==> config.mk <==
export PLATFORM = sky130hd
export DESIGN_NAME = icache_refill
export DESIGN_NICKNAME = d
export VERILOG_FILES = /design/src/common/icache_pkg.sv /design/src/icache/icache_refill.sv
export SDC_FILE = /design/constraint.sdc
export NUM_CORES = 1
export LEC_CHECK = 0
export BUFFER_PORTS_ARGS = -buffer_cell sky130_fd_sc_hd__buf_2
export CORE_ASPECT_RATIO = 1.5
export CORE_MARGIN = 8
export CORE_UTILIZATION = 36
export CTS_CLUSTER_SIZE = 28
export DETAILED_ROUTE_END_ITERATION = 10
export PLACE_DENSITY = 0.81
export SYNTH_ARGS = -nofsm -noshare
export SYNTH_HDL_FRONTEND = slang
export SYNTH_SLANG_ARGS = --single-unit
export TNS_END_PERCENT = 30
==> constraint.sdc <==
create_clock -name Clk -period 3.3 [get_ports Clk]
set_clock_uncertainty 0.15 [all_clocks]
set_input_delay 0.825 -clock Clk [delete_from_list [all_inputs] [get_ports Clk]]
set_output_delay 0.825 -clock Clk [all_outputs]
set_load 0.02 [all_outputs]
==> src/common/icache_pkg.sv <==
`default_nettype none

package icache_pkg;

    // width of fetch addresses and of the block address sent to memory
    localparam int ADDR_WIDTH = 32;

    // one instruction, and one beat of a memory burst
    localparam int WORD_WIDTH = 32;

    // byte offset inside a 32-bit word, never used for indexing
    localparam int BYTE_OFFSET_BITS = 2;

    // refill sequencer states
    //   idle     waiting for a miss from the lookup
    //   burst    memory request held, one word written per beat
    //   commit   tag, valid bit and round-robin pointer updated
    //   respond  requested word handed to the data array output
    typedef enum logic [1:0] {
        REFILL_IDLE    = 2'b00,
        REFILL_BURST   = 2'b01,
        REFILL_COMMIT  = 2'b10,
        REFILL_RESPOND = 2'b11
    } refill_state_t;

endpackage : icache_pkg

`default_nettype wire

==> src/icache/icache_refill.sv <==
`timescale 1ns/1ps
`default_nettype none

module icache_refill #(
    parameter int NUM_SETS    = 8,
    parameter int NUM_WAYS    = 4,
    parameter int BLOCK_WORDS = 4,
    localparam int SET_BITS    = $clog2(NUM_SETS),
    localparam int WAY_BITS    = $clog2(NUM_WAYS),
    localparam int OFFSET_BITS = $clog2(BLOCK_WORDS),
    localparam int TAG_BITS    = icache_pkg::ADDR_WIDTH - SET_BITS - OFFSET_BITS
                                 - icache_pkg::BYTE_OFFSET_BITS
) (
    input  wire logic                              Clk,
    input  wire logic                              rst_n,
    input  wire logic                              lookup_miss,
    input  wire logic [SET_BITS-1:0]               req_set,
    input  wire logic [TAG_BITS-1:0]               req_tag,
    input  wire logic [OFFSET_BITS-1:0]            req_offset,
    input  wire logic [WAY_BITS-1:0]               victim_way,
    input  wire logic [icache_pkg::WORD_WIDTH-1:0] mem_data_in,
    input  wire logic                              mem_data_ready,
    output logic [icache_pkg::ADDR_WIDTH-1:0]      mem_read_address,
    output logic                                   mem_read_request,
    output logic                                   busy,
    output logic                                   fill_write,
    output logic [SET_BITS-1:0]                    fill_set,
    output logic [WAY_BITS-1:0]                    fill_way,
    output logic [OFFSET_BITS-1:0]                 fill_word_index,
    output logic [icache_pkg::WORD_WIDTH-1:0]      fill_data,
    output logic                                   fill_commit,
    output logic [TAG_BITS-1:0]                    fill_tag,
    output logic                                   fill_done,
    output logic [OFFSET_BITS-1:0]                 fill_offset
);

    import icache_pkg::*;

    refill_state_t state;

    // beat counter, also the word index of the next incoming beat
    logic [OFFSET_BITS-1:0] beat_count;
    logic                   last_beat;

    // miss context, captured once and held for the whole refill
    logic [SET_BITS-1:0]    miss_set;
    logic [TAG_BITS-1:0]    miss_tag;
    logic [OFFSET_BITS-1:0] miss_offset;
    logic [WAY_BITS-1:0]    miss_way;

    assign last_beat = mem_data_ready && (beat_count == OFFSET_BITS'(BLOCK_WORDS - 1));

    always_ff @(posedge Clk) begin
        if (!rst_n) begin
            state      <= REFILL_IDLE;
            beat_count <= '0;
        end else begin
            case (state)
                REFILL_IDLE: begin
                    beat_count <= '0;
                    if (lookup_miss) begin
                        state <= REFILL_BURST;
                    end
                end
                REFILL_BURST: begin
                    // gaps between beats simply stall here
                    if (mem_data_ready) begin
                        beat_count <= beat_count + 1'b1;
                    end
                    if (last_beat) begin
                        state <= REFILL_COMMIT;
                    end
                end
                REFILL_COMMIT: begin
                    state <= REFILL_RESPOND;
                end
                REFILL_RESPOND: begin
                    state <= REFILL_IDLE;
                end
                default: begin
                    state <= REFILL_IDLE;
                end
            endcase
        end
    end

    always_ff @(posedge Clk) begin
        if ((state == REFILL_IDLE) && lookup_miss) begin
            miss_set    <= req_set;
            miss_tag    <= req_tag;
            miss_offset <= req_offset;
            miss_way    <= victim_way;
        end
    end

    // block-aligned burst address, stable while the request is up
    assign mem_read_address = {miss_tag, miss_set,
                               {(OFFSET_BITS + BYTE_OFFSET_BITS){1'b0}}};
    assign mem_read_request = (state == REFILL_BURST);
    assign busy             = (state != REFILL_IDLE);

    // each beat goes straight into the victim way
    assign fill_write      = (state == REFILL_BURST) && mem_data_ready;
    assign fill_word_index = beat_count;
    assign fill_data       = mem_data_in;
    assign fill_set        = miss_set;
    assign fill_way        = miss_way;
    assign fill_tag        = miss_tag;
    assign fill_offset     = miss_offset;

    assign fill_commit = (state == REFILL_COMMIT);
    assign fill_done   = (state == REFILL_RESPOND);

endmodule : icache_refill

`default_nettype wire

==> results.sh <==
export IMPL_status="complete, no violations"
export IMPL_time_the_final_worst_path_needs_with_i_o_delays_and_setup_ns=2.307
export IMPL_vdd_ir_drop_worst_uv=609.2
export IMPL_netlist_instances=124
export IMPL_ys_seq_elements=36
export IMPL_hold_violations=0
export IMPL_mappedNetlistArea_mm2=0.001715
export IMPL_post_synth_main_area_contributors="edfxtp_1, buf_4, dfxtp_1"
export IMPL_wire_per_inst_um=15.68
export IMPL_setup_total_neg_slack_ns=0
export IMPL_setup_worst_path_class="register to output pin"
export IMPL_worst_r2r_cell_count=5
export IMPL_async_reset_ff_share_pct=0
export IMPL_ctsResizeCount=0
export IMPL_drt_vias_per_instance=4.042
export IMPL_gp_routability_congestion=0.7051
export IMPL_track_usage_pct=10.15
export IMPL_final_antenna_net_count=0
export IMPL_most_common_cell_in_the_synthesized_netlist="buf_4"
export IMPL_cellLeakagePower_nw=0.9171
export IMPL_area_growth_from_synthesis_to_layout_pct=14.73
export IMPL_fmax_mhz=433.4
export IMPL_power_density_cell_area_mw_per_mm2=864.3
export IMPL_finalWirelength_um=3763
export IMPL_worst_pin_slew_ns=0.5852
export IMPL_data_arrival_time_of_the_worst_path_ns=1.33
export IMPL_insertedDiodeCount=0
export IMPL_postCtsSetupRepairBufs=0
export IMPL_detailedPlace_worstSlack_ns=1.015
export IMPL_design_portCount=171
export IMPL_die_area_mm2=0.007275
export IMPL_global_route_wire_length_before_repair_um=5471
export IMPL_synth_top_cells_by_count="buf_4, edfxtp_1, ha_1, dfxtp_1, inv_1"
export IMPL_die_height_um=100.5
export IMPL_htree_levels=2
export IMPL_final_cell_count_no_fill=240
export IMPL_place_detailed_instances=232
export IMPL_first_global_vias=1097
export IMPL_synthFlopType="edfxtp_1"
export IMPL_detailed_router_s_first_iteration_violation_count=3
export IMPL_slew_violations=0
export IMPL_crit_fanout=4
export IMPL_timing_reg2reg_setup_slack_ns=1.35
export IMPL_ys_seq_area_share_pct=60.69
export IMPL_synthesis_area_per_instance_um2=13.83
export IMPL_start_point_of_the_worst_min_delay_path="state[1]$_SDFFE_PN0P_"
export IMPL_synth_area_leader_cell="edfxtp_1"
export IMPL_cts_tree="done"
export IMPL_cts_max_path_buffers=2
export IMPL_regToRegStartpoint="state[0]$_SDFFE_PN0P_"
export IMPL_hold_buffers=0
export IMPL_dpl_hpwl_um=3253
export IMPL_grt_setup_unrepaired="false"
export IMPL_min_path_type="register to register"
export IMPL_row_count=31
export IMPL_antenna_found_initial=0
export IMPL_grt_max_degree=22
export IMPL_final_period_utilization_pct=69.91
export IMPL_worst_r2r_endpoint="fill_tag[4]$_DFFE_PP_"
export IMPL_cts_buffers=5
export IMPL_ctsRootBufferMaster="clkbuf_8"
export IMPL_globalRoute_totalOverflow=0
export IMPL_post_route_drc_count=0
export IMPL_clk_latency_ns=0.28
export IMPL_post_route_worst_setup_slack_ns=0.9929
export IMPL_ys_warnings_count=0
export IMPL_critPathLaunchType="register"
export IMPL_critical_path_endpoint="fill_write"
export IMPL_clock_sinks=36
export IMPL_cp_startpoint="state[1]$_SDFFE_PN0P_"
export IMPL_synth_edff_count=32
export IMPL_synth_cell_types=16
export IMPL_core_mm2=0.004693
export IMPL_vias=970
export IMPL_clkTransAtPathRegs_ns=0.07
export IMPL_report_final_setup_viol=0
export IMPL_final_core_util_pct=41.94
export IMPL_critical_path_required_ns=2.32
export IMPL_relative_slew_margins_pct=60.95
export IMPL_share_of_post_route_cells_with_drive_strength_above_1_pct=64.94
export IMPL_floorplan_initialDensity_pct=36.55
export IMPL_net_count_reported_at_finish=246
export IMPL_drt_first_pass_iters=2
export IMPL_worst_hold_slack_ns=0.3568
export IMPL_timing_critical_path_to_type="output pin"
export IMPL_portBuffers=102
export IMPL_die_w_um=72.36
export IMPL_timing_max_cap_violations=0
export IMPL_yosys_area_top_type_share_pct=56.02
## cells by family after synthesis
| group | count (synthesis) | share of synthesized area [%] |
|---|---|---|
| flip-flops | 36 | 60.69 |
| other | 1 | 0.2186 |
| multiplexers | 3 | 1.751 |
| AO/OA/AOI/OAI | 5 | 2.991 |
| AND/OR/NAND/NOR | 6 | 1.823 |
| adder cells (fa/ha/maj) | 5 | 3.647 |
| buffers and inverters | 68 | 28.88 |
## critical path: stages, from the launching register on
cell	delay [ns]
dfxtp_1	0.37
inv_1	0.08
ha_1	0.24
and2_2	0.21
buf_2	0.16
## placed cells by master, fill, tap and decap left out, drive strengths merged, types with 2 or more instances in the layout
cell / Yosys / layout
clkbuf: 0 / 5
mux2i: 3 / 3
ha: 5 / 5
nand2: 2 / 2
buf: 64 / 103
edfxtp: 32 / 32
inv: 4 / 4
clkinv: 0 / 2
dfxtp: 4 / 4
conb: 1 / 4
nor2b: 2 / 2
## sequential cells by signal, summed over array words and instances, names as in the netlist
register         cells
fill_tag            25
fill_set             3
fill_offset          2
fill_way             2
fill_word_index      2
state                2
## power breakdown
group	internal, mW	total, mW	switching [mW]	leakage, nW
sequential	0.636	0.689	0.0524	0.338
combinational	0.212	0.654	0.442	0.526
clock	0.220	0.359	0.139	0.0532
total	1.07	1.70	0.633	0.917
## worst min path at each step
stage	endpoint	slack [ns]	depth (start not counted)
after global routing	state[1]$_SDFFE_PN0P_	0.38	2
final	state[1]$_SDFFE_PN0P_	0.36	2
after CTS	state[1]$_SDFFE_PN0P_	0.36	2
after global placement	state[1]$_SDFFE_PN0P_	0.33	2
after floorplan	state[1]$_SDFFE_PN0P_	0.32	2
after detailed placement	state[1]$_SDFFE_PN0P_	0.35	2
## area by class of cell
cell class / instances / area (um^2)
Multi-Input combinational cell: 23 / 192.7
Clock inverter: 3 / 37.54
Fill cell: 469 / 2725
Clock buffer: 5 / 68.82
Tap cell: 66 / 82.58
Inverter: 4 / 15.01
Sequential cell: 36 / 1041
Timing Repair Buffer: 103 / 530.5
## per-layer routing
layer,up-vias,track usage [%],wire length (um),part of all wire [%]
met2,75,16.33,1831,49
met1,422,7.479,1079,29
li1,442,-,-,-
met5,-,0,0,0
met3,31,6.873,588,16
met4,0,10.43,264,7.0
## through the flow
stage | total power [mW] | instance area [um^2]
after detailed placement | 1.366 | 1862
after global placement | 1.353 | 1862
after CTS | 1.731 | 1968
final | 1.701 | 1968
after floorplan | 1.259 | 1727
after global routing | 1.795 | 1968
(Power assumes the default switching activity.)
