==> src/common/icache_pkg.sv <==
`default_nettype none

package icache_pkg;

    // width of fetch addresses and of the block address sent to memory
    localparam int ADDR_WIDTH = 32;

    // one instruction, and one beat of a memory burst
    localparam int WORD_WIDTH = 32;

    // byte offset inside a 32-bit word, never used for indexing
    localparam int BYTE_OFFSET_BITS = 2;

    // refill sequencer states
    //   idle     waiting for a miss from the lookup
    //   burst    memory request held, one word written per beat
    //   commit   tag, valid bit and round-robin pointer updated
    //   respond  requested word handed to the data array output
    typedef enum logic [1:0] {
        REFILL_IDLE    = 2'b00,
        REFILL_BURST   = 2'b01,
        REFILL_COMMIT  = 2'b10,
        REFILL_RESPOND = 2'b11
    } refill_state_t;

endpackage : icache_pkg

`default_nettype wire

==> src/icache/icache_tag_lookup.sv <==
`timescale 1ns/1ps
`default_nettype none

module icache_tag_lookup #(
    parameter int NUM_SETS    = 8,
    parameter int NUM_WAYS    = 4,
    parameter int BLOCK_WORDS = 4,
    localparam int SET_BITS    = $clog2(NUM_SETS),
    localparam int WAY_BITS    = $clog2(NUM_WAYS),
    localparam int OFFSET_BITS = $clog2(BLOCK_WORDS),
    localparam int TAG_BITS    = icache_pkg::ADDR_WIDTH - SET_BITS - OFFSET_BITS
                                 - icache_pkg::BYTE_OFFSET_BITS
) (
    input  wire logic                              Clk,
    input  wire logic                              rst_n,
    input  wire logic                              read_enable,
    input  wire logic [icache_pkg::ADDR_WIDTH-1:0] read_address,
    input  wire logic                              busy,
    input  wire logic                              fill_commit,
    input  wire logic [SET_BITS-1:0]               fill_set,
    input  wire logic [WAY_BITS-1:0]               fill_way,
    input  wire logic [TAG_BITS-1:0]               fill_tag,
    output logic                                   lookup_hit,
    output logic                                   lookup_miss,
    output logic [WAY_BITS-1:0]                    hit_way,
    output logic [SET_BITS-1:0]                    req_set,
    output logic [TAG_BITS-1:0]                    req_tag,
    output logic [OFFSET_BITS-1:0]                 req_offset,
    output logic [WAY_BITS-1:0]                    victim_way
);

    import icache_pkg::*;

    // per set: one valid bit per way, one tag per way, one replacement pointer
    logic [NUM_WAYS-1:0] valid_bits [NUM_SETS];
    logic [TAG_BITS-1:0] tag_mem    [NUM_SETS][NUM_WAYS];
    logic [WAY_BITS-1:0] rr_ptr     [NUM_SETS];

    logic                accepted;
    logic                any_match;
    logic [WAY_BITS-1:0] match_way;
    logic                any_invalid;
    logic [WAY_BITS-1:0] free_way;

    // address layout: tag | set | word offset | byte offset
    assign req_tag    = read_address[ADDR_WIDTH-1 -: TAG_BITS];
    assign req_set    = read_address[BYTE_OFFSET_BITS + OFFSET_BITS +: SET_BITS];
    assign req_offset = read_address[BYTE_OFFSET_BITS +: OFFSET_BITS];

    // all ways of the set compared at once
    // walking down from the top way leaves the lowest index in free_way
    always_comb begin
        any_match   = 1'b0;
        match_way   = '0;
        any_invalid = 1'b0;
        free_way    = '0;
        for (int w = NUM_WAYS - 1; w >= 0; w--) begin
            if (valid_bits[req_set][w] && (tag_mem[req_set][w] == req_tag)) begin
                any_match = 1'b1;
                match_way = WAY_BITS'(w);
            end
            if (!valid_bits[req_set][w]) begin
                any_invalid = 1'b1;
                free_way    = WAY_BITS'(w);
            end
        end
    end

    // requests arriving during a refill are dropped here
    assign accepted    = read_enable && !busy;
    assign lookup_hit  = accepted && any_match;
    assign lookup_miss = accepted && !any_match;
    assign hit_way     = match_way;

    // empty ways are filled before anything gets evicted
    assign victim_way = any_invalid ? free_way : rr_ptr[req_set];

    always_ff @(posedge Clk) begin
        if (!rst_n) begin
            for (int s = 0; s < NUM_SETS; s++) begin
                valid_bits[s] <= '0;
                rr_ptr[s]     <= '0;
            end
        end else if (fill_commit) begin
            valid_bits[fill_set][fill_way] <= 1'b1;
            // pointer moves on every fill, even into an empty way
            rr_ptr[fill_set] <= rr_ptr[fill_set] + 1'b1;
        end
    end

    always_ff @(posedge Clk) begin
        if (fill_commit) begin
            tag_mem[fill_set][fill_way] <= fill_tag;
        end
    end

endmodule : icache_tag_lookup

`default_nettype wire

==> config.mk <==
export PLATFORM = sky130hd
export DESIGN_NAME = icache_tag_lookup
export DESIGN_NICKNAME = d
export VERILOG_FILES = /design/src/common/icache_pkg.sv /design/src/icache/icache_tag_lookup.sv
export SDC_FILE = /design/constraint.sdc
export NUM_CORES = 1
export LEC_CHECK = 0
export BUFFER_PORTS_ARGS = -buffer_cell sky130_fd_sc_hd__buf_2
export CAP_MARGIN = 10
export CORE_UTILIZATION = 40
export DETAILED_ROUTE_END_ITERATION = 7
export PLACE_DENSITY = 0.66
export SYNTH_ARGS = -nofsm -noshare
export SYNTH_HDL_FRONTEND = slang
export SYNTH_SLANG_ARGS = --single-unit
==> constraint.sdc <==
create_clock -name Clk -period 4.9 [get_ports Clk]
set_input_delay 0.98 -clock Clk [delete_from_list [all_inputs] [get_ports Clk]]
set_output_delay 0.98 -clock Clk [all_outputs]
set_load 0.05 [all_outputs]
==> out/qor.csv, run 1 <==
stage,metric,value,unit
timing,Final Hold Viols,0,
floorplan,die footprint,85600,um^2
power,post-layout power,15.4,mW
setup_path,most frequent CP cell,buf_4,
final_layout,Finished Layout Cells,3172,
timing,slew at the pin with the worst max-slew slack,0.958,ns
synthesis,ranking of synthesized cells by area,"edfxtp_1, mux4_2, mux2i_1",
synthesis,Netlist Area Pre-Place,33800,um^2
placed_design,PortBufs,96,
synthesis,Netlist cell types,47,
routing,DRT iter0 DRCs,1955,
setup_path,arrival time worst endpoint,3.86,ns
routing,number of detailed-route iterations in the first pass,5,
synthesis,Seq cells post-synth,848,
min_path,Hold WC Path Type,flip-flop to flip-flop,
clock_network,H-tree depth,3,
routing,DR vias/cell,5.57,
setup_path,critical path's slowest cell,mux4_2,
floorplan,I/O pin cnt,103,
final_layout,area grow syn2layout,18.5,%
clock_network,clock buffer depth,3,
synthesis,ys async rst share,0,%
global_route,gr busiest metal,met2,
setup_path,Worst Path Max Fanout,9,
floorplan,row cnt,106,
power,worst vdd ir,0.000308,V
global_route,Total Routing Usage GR,21.0,%
global_route,antenna violations before repair,7,
floorplan,Core Region,83700,um^2
setup_path,max incr delay on CP,0.54,ns
timing,Final period util,98.8,%
timing,"Slew Viols, Final",0,
power,pwr dens,385,nW/um^2
min_path,hold path depth,1,
setup_path,kind of critical path,input pin to output pin,
placed_design,Post-DP HPWL,55.8,mm
global_route,met3 usage in global routing,3.34,%
routing,routed wire length,89.9,mm
final_layout,"most common cell after layout, fill and taps aside",edfxtp_1,
clock_network,CTS hold repair buffers,0,
synthesis,Syn Inst Count,1708,
run,Maximum Capacitance Violations,0,
synthesis,Yosys top cell by area,edfxtp_1,
final_layout,share of cells above drive strength 1,30.7,%
final_layout,nets,2035,
synthesis,Synthesized Nets,1775,
routing,Final ANT Viol Nets,0,
placed_design,Final Wtd Congestion,0.828,
global_route,first-pass GRT wire length,128,mm
clock_network,Skew-Pair Late Insertion Delay,0.63,ns
synthesis,"EDFF count, synth",816,
clock_network,CTS tree,built,
clock_network,CTS Buf Count,86,
synthesis,sequential share of the synthesized area,74.4,%
setup_path,critical path cell sequence,clkbuf_16 > buf_16 > buf_4 > mux4_2 > mux2i_4 > xnor2_2 > nor2_1 > buf_4 > nand4_1 > nor4_4 > buf_4 > nand2b_4 > a21oi_4 > buf_6 > buf_12,
power,leakage,13.6,nW
outcome,status,"complete, no violations",
global_route,GR Layer Usage met1,28.3,%
setup_path,Critical Path RT,3.92,ns
clock_network,clock-pin slew on the worst setup and hold paths,0.06,ns
timing,highest clock rate,207,MHz
final_layout,most frequent cells in the layout,"edfxtp_1, mux2i_1, buf_4, mux4_2, buf_2",
placed_design,Post-Place Cells,2988,
timing,Max Clock Skew,0.00755,ns
routing,via count,17656,
global_route,GRT met2 Usage,34.7,%
timing,Final setup viols,0,
synthesis,Synth Warn #,0,
timing,crit path time final,4.84,ns
final_layout,fill cell count,6852,
synthesis,Synth Flop Type,edfxtp_1,
timing,Worst slew margin,36.0,%
synthesis,syn avg cell area,19.8,um^2
routing,routed wire length per instance,28.4,um
synthesis,top-area cell type share of the netlist area,72.5,%
setup_path,reg2reg path depth,5,
floorplan,die height,293,um
setup_path,CP Capture Type,output pin,
timing,RSZ-0062 raised after global routing,yes,
global_route,gr ovfl total,0,
floorplan,starting density of the core,40.4,%
clock_network,CTS sink count,848,
floorplan,DIE WIDTH,293,um
clock_network,root buf cell,clkbuf_16,
global_route,vias in the first global route,17957,
setup_path,CP startpoint kind,input pin,
routing,drt drc,0,
global_route,pin count of the biggest net entering global routing,42,
-- power by group --
part | leakage, nW | internal (mW) | switching (mW)
registers | 7.63 | 8.03 | 0.0248
logic | 4.61 | 0.441 | 0.664
clock network | 1.32 | 3.54 | 2.73
total | 13.6 | 12.0 | 3.42
-- state kept, by name, indices dropped and copies added (netlist names) --
signal,flops
rr_ptr,16
tag_mem,800
valid_bits,32
-- stage by stage --
step	TNS [ns]	hold WS [ns]	util (%)	worst slack, ns	instance area [um^2]
2_1_floorplan	0	0.435	-	0.111	33800
3_3_place_gp	-1.95	0.441	43.9	-0.731	36700
3_5_place_dp	-1.88	0.448	43.9	-0.665	36700
4_1_cts	-0.0271	0.462	47.4	-0.0164	39700
5_1_grt	-0.0570	0.482	47.9	-0.0351	40100
6_report	0	0.462	47.9	0.0575	40100
-- kinds of logic after synthesis --
| family | synth area share [%] |
|---|---|
| flops | 74.4 |
| mux | 15.7 |
| simple gates | 2.60 |
| compound gates | 2.85 |
| buf+inv | 2.09 |
| xor+xnor | 2.31 |
-- synthesized netlist by cell type (2+ instances only) --
cell / instances
nand4_1: 12
nand3b_1: 3
mux4_2: 145
nor4_1: 9
and3_1: 7
nor2b_1: 4
nand2_1: 46
nor2_1: 60
clkbuf_1: 22
a22oi_1: 62
buf_6: 9
buf_4: 43
o21a_1: 32
nor4_2: 4
buf_2: 34
o22a_1: 3
xor2_1: 27
a21oi_1: 10
mux2i_1: 204
xnor2_1: 62
and2_1: 5
nor3_1: 6
a21o_1: 2
a221oi_1: 5
a2111oi_2: 2
edfxtp_1: 816
a22o_1: 6
nand3_1: 10
and3b_1: 2
buf_1: 5
dfxtp_1: 32
inv_1: 3
or2_2: 2
-- routing by layer --
metal  up-vias  share of wire, %
li1       7423                 -
met4         6               2.9
met1      9287                40
met5         -             0.039
met3       130               7.8
met2       810                49
-- what timing repair did --
action / 4_1_cts / 5_1_grt
gates cloned: 2 / 1
pin swaps: 9 / 5
setup endpoints to repair: 4 / 4
setup buffers: 18 / 7
gates resized for setup: 26 / 41
-- worst paths after layout --
| check | startpoint | endpoint | slack [ns] |
|---|---|---|---|
| setup / recovery | read_address[5] | hit_way[0] | 0.06 |
| hold / removal | valid_bits[2][1] | valid_bits[2][1] | 0.46 |
| setup reg to reg | rr_ptr[4][0] | rr_ptr[6][1] | 2.63 |
| hold reg to reg | valid_bits[2][1] | valid_bits[2][1] | 0.46 |
-- worst max-delay path, delay by kind of cell --
kind	cells	cell delay [ns]
AOI/OAI and AO/OA	1	0.15
xor gates and xnor gates	1	0.10
buffers and inverters	7	1.09
muxes	2	0.74
and+or+nand+nor	4	0.76
-- layout make-up --
type | count | area [um^2] | share of cell area, %
Sequential cell | 848 | 25100 | 62.8
Multi-Input combinational cell | 744 | 8460 | 21.1
Timing Repair Buffer | 285 | 2340 | 5.84
Clock buffer | 102 | 2230 | 5.58
Tap cell | 1134 | 1420 | 3.54
Clock inverter | 54 | 445 | 1.11
Inverter | 3 | 11.3 | 0.0281
Antenna cell | 2 | 5.00 | 0.0125
No activity file was read; power rests on OpenSTA's default activity.
==> inputs of run 2 (changes only) <==
--- a/config.mk
+++ b/config.mk
@@ -6,7 +6,7 @@
 export NUM_CORES = 1
 export LEC_CHECK = 0
 export BUFFER_PORTS_ARGS = -buffer_cell sky130_fd_sc_hd__buf_2
-export CAP_MARGIN = 10
+export CAP_MARGIN = 20
 export CORE_UTILIZATION = 40
 export DETAILED_ROUTE_END_ITERATION = 7
 export PLACE_DENSITY = 0.66
==> constraint.sdc (replaced) <==
create_clock -name Clk -period 5.3 [get_ports Clk]
set_input_delay 1.06 -clock Clk [delete_from_list [all_inputs] [get_ports Clk]]
set_output_delay 1.06 -clock Clk [all_outputs]
set_load 0.05 [all_outputs]
==> out/qor.csv, run 2 (synthesis results as in run 1) <==
stage,metric,value,unit,change
global_route,antenna violations before repair,5,,was 7
clock_network,Skew-Pair Late Insertion Delay,0.64,ns,was 0.63 ns
final_layout,"most common cell after layout, fill and taps aside",edfxtp_1,,unchanged
final_layout,Biggest register,tag_mem,,unchanged
final_layout,nets,1994,,was 2035
clock_network,H-tree depth,3,,unchanged
floorplan,DIE WIDTH,293,um,unchanged
timing,"Slew Viols, Final",0,,unchanged
power,Clock Power Share,41.3,%,was 40.6%
routing,drt drc,0,,unchanged
timing,Final Hold Viols,0,,unchanged
routing,number of detailed-route iterations in the first pass,8,,was 5
setup_path,CP Capture Type,output pin,,unchanged
power,Pint,11.2,mW,was 12.0 mW
final_layout,final instance area,39700,um^2,was 40100 um^2
placed_design,Post-Place Cells,2959,,was 2988
setup_path,arrival time worst endpoint,4.16,ns,was 3.86 ns
final_layout,largest registers,"tag_mem (800), valid_bits (32), rr_ptr (16)",,unchanged
routing,routed wire length per instance,28.1,um,was 28.4 um
power,sequential share of power,51.8,%,was 52.2%
clock_network,CTS tree,built,,unchanged
timing,Max Clock Skew,0.00340,ns,was 0.00755 ns
setup_path,Critical Path RT,4.24,ns,was 3.92 ns
timing,Final period util,98.4,%,
final_layout,fill cell count,6876,,was 6852
power,switching power share of the total,22.2,%,about the same
power,Comb power frac,6.9,%,was 7.2%
placed_design,"Cell Area, Placed",36500,um^2,was 36700 um^2
clock_network,CTS sink count,848,,unchanged
clock_network,clock-pin slew on the worst setup and hold paths,0.06,ns,about the same
global_route,gr ovfl total,0,,unchanged
placed_design,PortBufs,96,,unchanged
timing,hold_ws,0.459,ns,was 0.462 ns
timing,Worst slew margin,26.8,%,was 36.0%
final_layout,area grow syn2layout,17.4,%,was 18.5%
setup_path,r2r setup slk,3.03,ns,was 2.63 ns
routing,routed wire length,88.1,mm,was 89.9 mm
setup_path,launching point of the worst reg2reg path,rr_ptr[6][0],,was rr_ptr[4][0]
floorplan,die footprint,85600,um^2,unchanged
final_layout,share of cells above drive strength 1,29.4,%,was 30.7%
setup_path,kind of critical path,input pin to output pin,,unchanged
routing,DRT iter0 DRCs,1774,,was 1955
setup_path,most frequent CP cell,buf_4,,unchanged
placed_design,Final Wtd Congestion,0.823,,was 0.828
placed_design,Post-DP HPWL,55.6,mm,was 55.8 mm
setup_path,endpoint of the most critical register-to-register path,rr_ptr[5][1],,was rr_ptr[6][1]
power,pwr dens,363,nW/um^2,was 385 nW/um^2
placed_design,post-place setup slack,-0.190,ns,was -0.665 ns
routing,DR vias/cell,5.59,,was 5.57
final_layout,max reg flops,800,,unchanged
clock_network,clock buffer depth,3,,unchanged
setup_path,critical path's slowest cell,mux4_2,,unchanged
global_route,first-pass GRT wire length,124,mm,was 128 mm
power,Psw,3.20,mW,was 3.42 mW
final_layout,most frequent cells in the layout,"edfxtp_1, mux2i_1, mux4_2, buf_4, buf_2",,"was edfxtp_1, mux2i_1, buf_4, mux4_2, buf_2"
floorplan,row cnt,106,,unchanged
timing,setup ws final,0.0845,ns,was 0.0575 ns
floorplan,starting density of the core,40.4,%,unchanged
floorplan,I/O pin cnt,103,,unchanged
final_layout,Finished Layout Cells,3131,,was 3172
timing,highest clock rate,192,MHz,
clock_network,root buf cell,clkbuf_16,,unchanged
setup_path,CP startpoint kind,input pin,,unchanged
floorplan,die height,293,um,unchanged
setup_path,reg2reg path depth,5,,unchanged
final_layout,Finished Core Util,47.4,%,was 47.9%
min_path,Hold WC Path Type,flip-flop to flip-flop,,unchanged
floorplan,Core Region,83700,um^2,unchanged
clock_network,CTS hold repair buffers,0,,unchanged
setup_path,Worst Path Max Fanout,13,,was 9
min_path,critical hold path startpoint,valid_bits[6][0],,was valid_bits[2][1]
setup_path,max incr delay on CP,0.53,ns,was 0.54 ns
clock_network,CTS Buf Count,87,,was 86
min_path,hold path endpoint,valid_bits[6][0],,was valid_bits[2][1]
routing,Final ANT Viol Nets,0,,unchanged
timing,crit path time final,5.22,ns,
run,Maximum Capacitance Violations,0,,unchanged
outcome,status,"complete, no violations",,unchanged
power,leakage,13.3,nW,was 13.6 nW
global_route,Total Routing Usage GR,20.4,%,was 21.0%
timing,Final setup viols,0,,unchanged
global_route,pin count of the biggest net entering global routing,42,,unchanged
global_route,vias in the first global route,17613,,was 17957
setup_path,critical path cell sequence,buf_8 > buf_12 > buf_4 > buf_12 > mux4_2 > mux2i_2 > xnor2_2 > nor4_2 > nand2_1 > nor4_4 > nor4_1 > buf_4 > buf_4 > nor3b_2 > buf_6,,was clkbuf_16 > buf_16 > buf_4 > mux4_2 > mux2i_4 > xnor2_2 > nor2_1 > buf_4 > nand4_1 > nor4_4 > buf_4 > nand2b_4 > a21oi_4 > buf_6 > buf_12
min_path,hold path depth,1,,unchanged
timing,slew at the pin with the worst max-slew slack,1.10,ns,was 0.958 ns
routing,via count,17502,,was 17656
power,worst vdd ir,0.000271,V,was 0.000308 V
run 2: layout make-up:
type,count,area (um^2),area share [%]
sequential,848,25100,63.4
clock inverter,56,494,1.25
timing repair buffer,243,1910,4.80
antenna,1,2.50,0.00631
tap,1134,1420,3.58
clock buffer,102,2270,5.74
inverter,3,11.3,0.0284
multi-input combinational,744,8410,21.2
run 2: worst max-delay path, delay by kind of cell:
kind,cells,cell delay [ns]
buffers and inverters,7,1.14
XOR/XNOR,1,0.12
AND/OR/NAND/NOR,5,1.08
multiplexers,2,0.74
run 2: power groups by stage:
stage	Clock (mW)	Combinational, mW	Sequential, mW
after floorplan	0	0.546	7.59
after global placement	0	0.934	7.59
after detailed placement	0	0.948	7.59
after CTS	6.02	0.964	7.45
after global routing	6.27	1.04	7.45
final	5.95	0.988	7.45
run 2: what timing repair did:
action                                  in CTS  in global routing
gates resized for setup                     15                 29
buffers inserted                             0                 13
endpoints found under the setup margin       3                  2
cloned                                       0                  0
pin swaps                                    2                 10
hold endpoints to repair                     0                  0
run 2: worst max path at each step:
stage	startpoint	to	cells after the start	slack (ns)
after floorplan	read_address[6]	hit_way[1]	11	0.07
after global placement	read_address[5]	lookup_hit	15	-0.21
after detailed placement	read_address[5]	lookup_hit	15	-0.19
after CTS	read_address[5]	lookup_hit	14	0.004
after global routing	read_address[5]	lookup_hit	15	-0.06
final	read_address[5]	lookup_hit	15	0.08
run 2: metrics by stage:
stage | total power [mW] | TNS, ns
detailed placement | 8.54 | -0.301
global placement | 8.52 | -0.361
CTS | 14.4 | 0
finish | 14.4 | 0
floorplan | 8.13 | 0
global route | 14.8 | -0.0647
run 2: layer usage:
layer	global-route usage [%]	routed length, um	vias to the layer above
met5	0	38	-
met4	7.82	3060	6
met3	4.09	6380	163
met2	33.7	43500	727
met1	26.7	35100	9242
li1	-	-	7364
==> inputs of run 3 (changes only) <==
--- a/config.mk
+++ b/config.mk
@@ -10,6 +10,7 @@
 export CORE_UTILIZATION = 40
 export DETAILED_ROUTE_END_ITERATION = 7
 export PLACE_DENSITY = 0.66
+export REMOVE_ABC_BUFFERS = 1
 export SYNTH_ARGS = -nofsm -noshare
 export SYNTH_HDL_FRONTEND = slang
 export SYNTH_SLANG_ARGS = --single-unit
==> out/qor.csv, run 3 (synthesis results as in run 1) <==
stage,metric,value,unit,change
placed_design,Post-DP HPWL,53.5,mm,was 55.6 mm
power,Pint,11.1,mW,was 11.2 mW
clock_network,Post-CTS Setup Bufs,0,,unchanged
clock_network,CTS Buf Count,85,,was 87
timing,Final period util,98.9,%,was 98.4%
timing,slew at the pin with the worst max-slew slack,1.07,ns,was 1.10 ns
floorplan,I/O pin cnt,103,,unchanged
setup_path,Worst Path Max Fanout,14,,was 13
routing,drt drc,0,,unchanged
clock_network,clock-pin slew on the worst setup and hold paths,0.06,ns,about the same
placed_design,PortBufs,96,,unchanged
final_layout,Biggest register,tag_mem,,unchanged
routing,Final ANT Viol Nets,0,,unchanged
global_route,antenna violations before repair,3,,was 5
floorplan,die height,293,um,unchanged
timing,Worst slew margin,28.4,%,was 26.8%
power,Comb power frac,6.7,%,was 6.9%
clock_network,CTS sink count,848,,unchanged
final_layout,share of cells above drive strength 1,27.4,%,was 29.4%
run,Maximum Capacitance Violations,0,,unchanged
floorplan,Core Region,83700,um^2,unchanged
global_route,vias in the first global route,17488,,was 17613
clock_network,CTS hold repair buffers,0,,unchanged
setup_path,CP Capture Type,output pin,,unchanged
timing,Final Hold Viols,0,,unchanged
clock_network,Skew-Pair Late Insertion Delay,0.62,ns,was 0.64 ns
timing,Max Clock Skew,0.00275,ns,was 0.00340 ns
global_route,gr ovfl total,0,,unchanged
setup_path,arrival time worst endpoint,4.18,ns,was 4.16 ns
setup_path,kind of critical path,input pin to output pin,,unchanged
clock_network,H-tree depth,3,,unchanged
routing,routed wire length per instance,27.8,um,was 28.1 um
power,sequential share of power,52.5,%,was 51.8%
min_path,Hold WC Path Type,flip-flop to flip-flop,,unchanged
global_route,Total Routing Usage GR,20.0,%,was 20.4%
power,worst vdd ir,0.000220,V,was 0.000271 V
setup_path,Critical Path RT,4.24,ns,about the same
clock_network,root buf cell,clkbuf_16,,unchanged
placed_design,Post-Place Cells,2942,,was 2959
floorplan,starting density of the core,40.4,%,unchanged
power,switching power share of the total,21.8,%,was 22.2%
timing,crit path time final,5.24,ns,was 5.22 ns
final_layout,max reg flops,800,,unchanged
timing,Final setup viols,0,,unchanged
routing,DR vias/cell,5.66,,was 5.59
floorplan,DIE WIDTH,293,um,unchanged
routing,DRT iter0 DRCs,1767,,was 1774
placed_design,Final Wtd Congestion,0.842,,was 0.823
global_route,first-pass GRT wire length,122,mm,was 124 mm
power,leakage,13.1,nW,was 13.3 nW
routing,number of detailed-route iterations in the first pass,7,,was 8
final_layout,Finished Layout Cells,3102,,was 3131
final_layout,nets,1964,,was 1994
power,Clock Power Share,40.8,%,was 41.3%
floorplan,row cnt,106,,unchanged
timing,"Slew Viols, Final",0,,unchanged
final_layout,most frequent cells in the layout,"edfxtp_1, mux2i_1, mux4_2, buf_4, buf_2",,unchanged
final_layout,area grow syn2layout,16.3,%,was 17.4%
global_route,pin count of the biggest net entering global routing,46,,was 42
setup_path,CP startpoint kind,input pin,,unchanged
final_layout,largest registers,"tag_mem (800), valid_bits (32), rr_ptr (16)",,unchanged
timing,highest clock rate,191,MHz,was 192 MHz
power,pwr dens,361,nW/um^2,was 363 nW/um^2
routing,via count,17567,,was 17502
outcome,status,"complete, no violations",,unchanged
timing,hold_ws,0.458,ns,was 0.459 ns
power,post-layout power,14.2,mW,was 14.4 mW
floorplan,die footprint,85600,um^2,unchanged
power,Psw,3.10,mW,was 3.20 mW
clock_network,clock buffer depth,3,,unchanged
clock_network,CTS tree,built,,unchanged
final_layout,"most common cell after layout, fill and taps aside",edfxtp_1,,unchanged
routing,routed wire length,86.2,mm,was 88.1 mm
==> run 3: cell count changes in the layout (fill, tap and decap cells not counted), sizes merged <==
cell	before	now
clkbuf	103	110
clkinvlp	1	3
diode	1	3
buf	242	212
clkinv	42	36
inv	10	6
==> run 3: stage by stage <==
stage	setup TNS, ns	setup slack, ns	area (um^2)	util, %
finish	0	0.0580	39300	47.0
global route	-0.00232	-0.00232	39300	46.9
CTS	0	0.0170	39100	46.7
detailed placement	-0.454	-0.247	36400	43.5
global placement	-0.620	-0.258	36400	43.5
floorplan	-0.278	-0.276	33100	-
==> run 3: path summary, 6_finish.rpt <==
| check | start | to | slack (ns) | cells past startpoint |
|---|---|---|---|---|
| max | read_address[5] | hit_way[0] | 0.06 | 15 |
| min | valid_bits[6][0] | valid_bits[6][0] | 0.46 | 1 |
| max reg2reg | rr_ptr[6][0] | rr_ptr[1][1] | 3.06 | 5 |
| min reg2reg | valid_bits[6][0] | valid_bits[6][0] | 0.46 | 1 |
==> run 3: repair_timing <==
action	CTS	global route
resized for setup	9	26
pin swaps	1	7
cloned	0	2
setup endpoints to repair	4	4
==> run 3: critical path: stages <==
cell       delay, ns
clkbuf_16       0.18
buf_12          0.18
mux4_2          0.34
nor2b_1         0.05
or3b_1          0.43
a2111oi_2       0.40
buf_4           0.22
nand4_1         0.08
buf_4           0.16
nor4_2          0.31
buf_4           0.17
inv_1           0.06
a21oi_4         0.22
buf_4           0.17
buf_12          0.13
==> run 3: area by class of cell <==
cell class                      count  area (um^2)
Antenna cell                        3         7.51
Clock buffer                      107         2240
Clock inverter                     48          443
Fill cell                        6892        44400
Inverter                            3         11.3
Multi-Input combinational cell    744         8310
Sequential cell                   848        25100
Tap cell                         1134         1420
Timing Repair Buffer              215         1730
==> run 3: power by group through the flow <==
stage	registers [mW]	logic, mW	clock network, mW
2_1_floorplan	7.59	0.385	0
3_3_place_gp	7.59	0.908	0
3_5_place_dp	7.59	0.922	0
4_1_cts	7.45	0.930	5.87
5_1_grt	7.45	1.00	6.12
6_report	7.45	0.947	5.79
==> run 3: layer usage <==
metal	global-route usage, %	up-vias	part of all wire, %
met5	0	-	0
met4	5.39	0	2.6
met3	3.31	131	7.1
met2	32.2	769	48
met1	28.4	9386	42
li1	-	7281	-
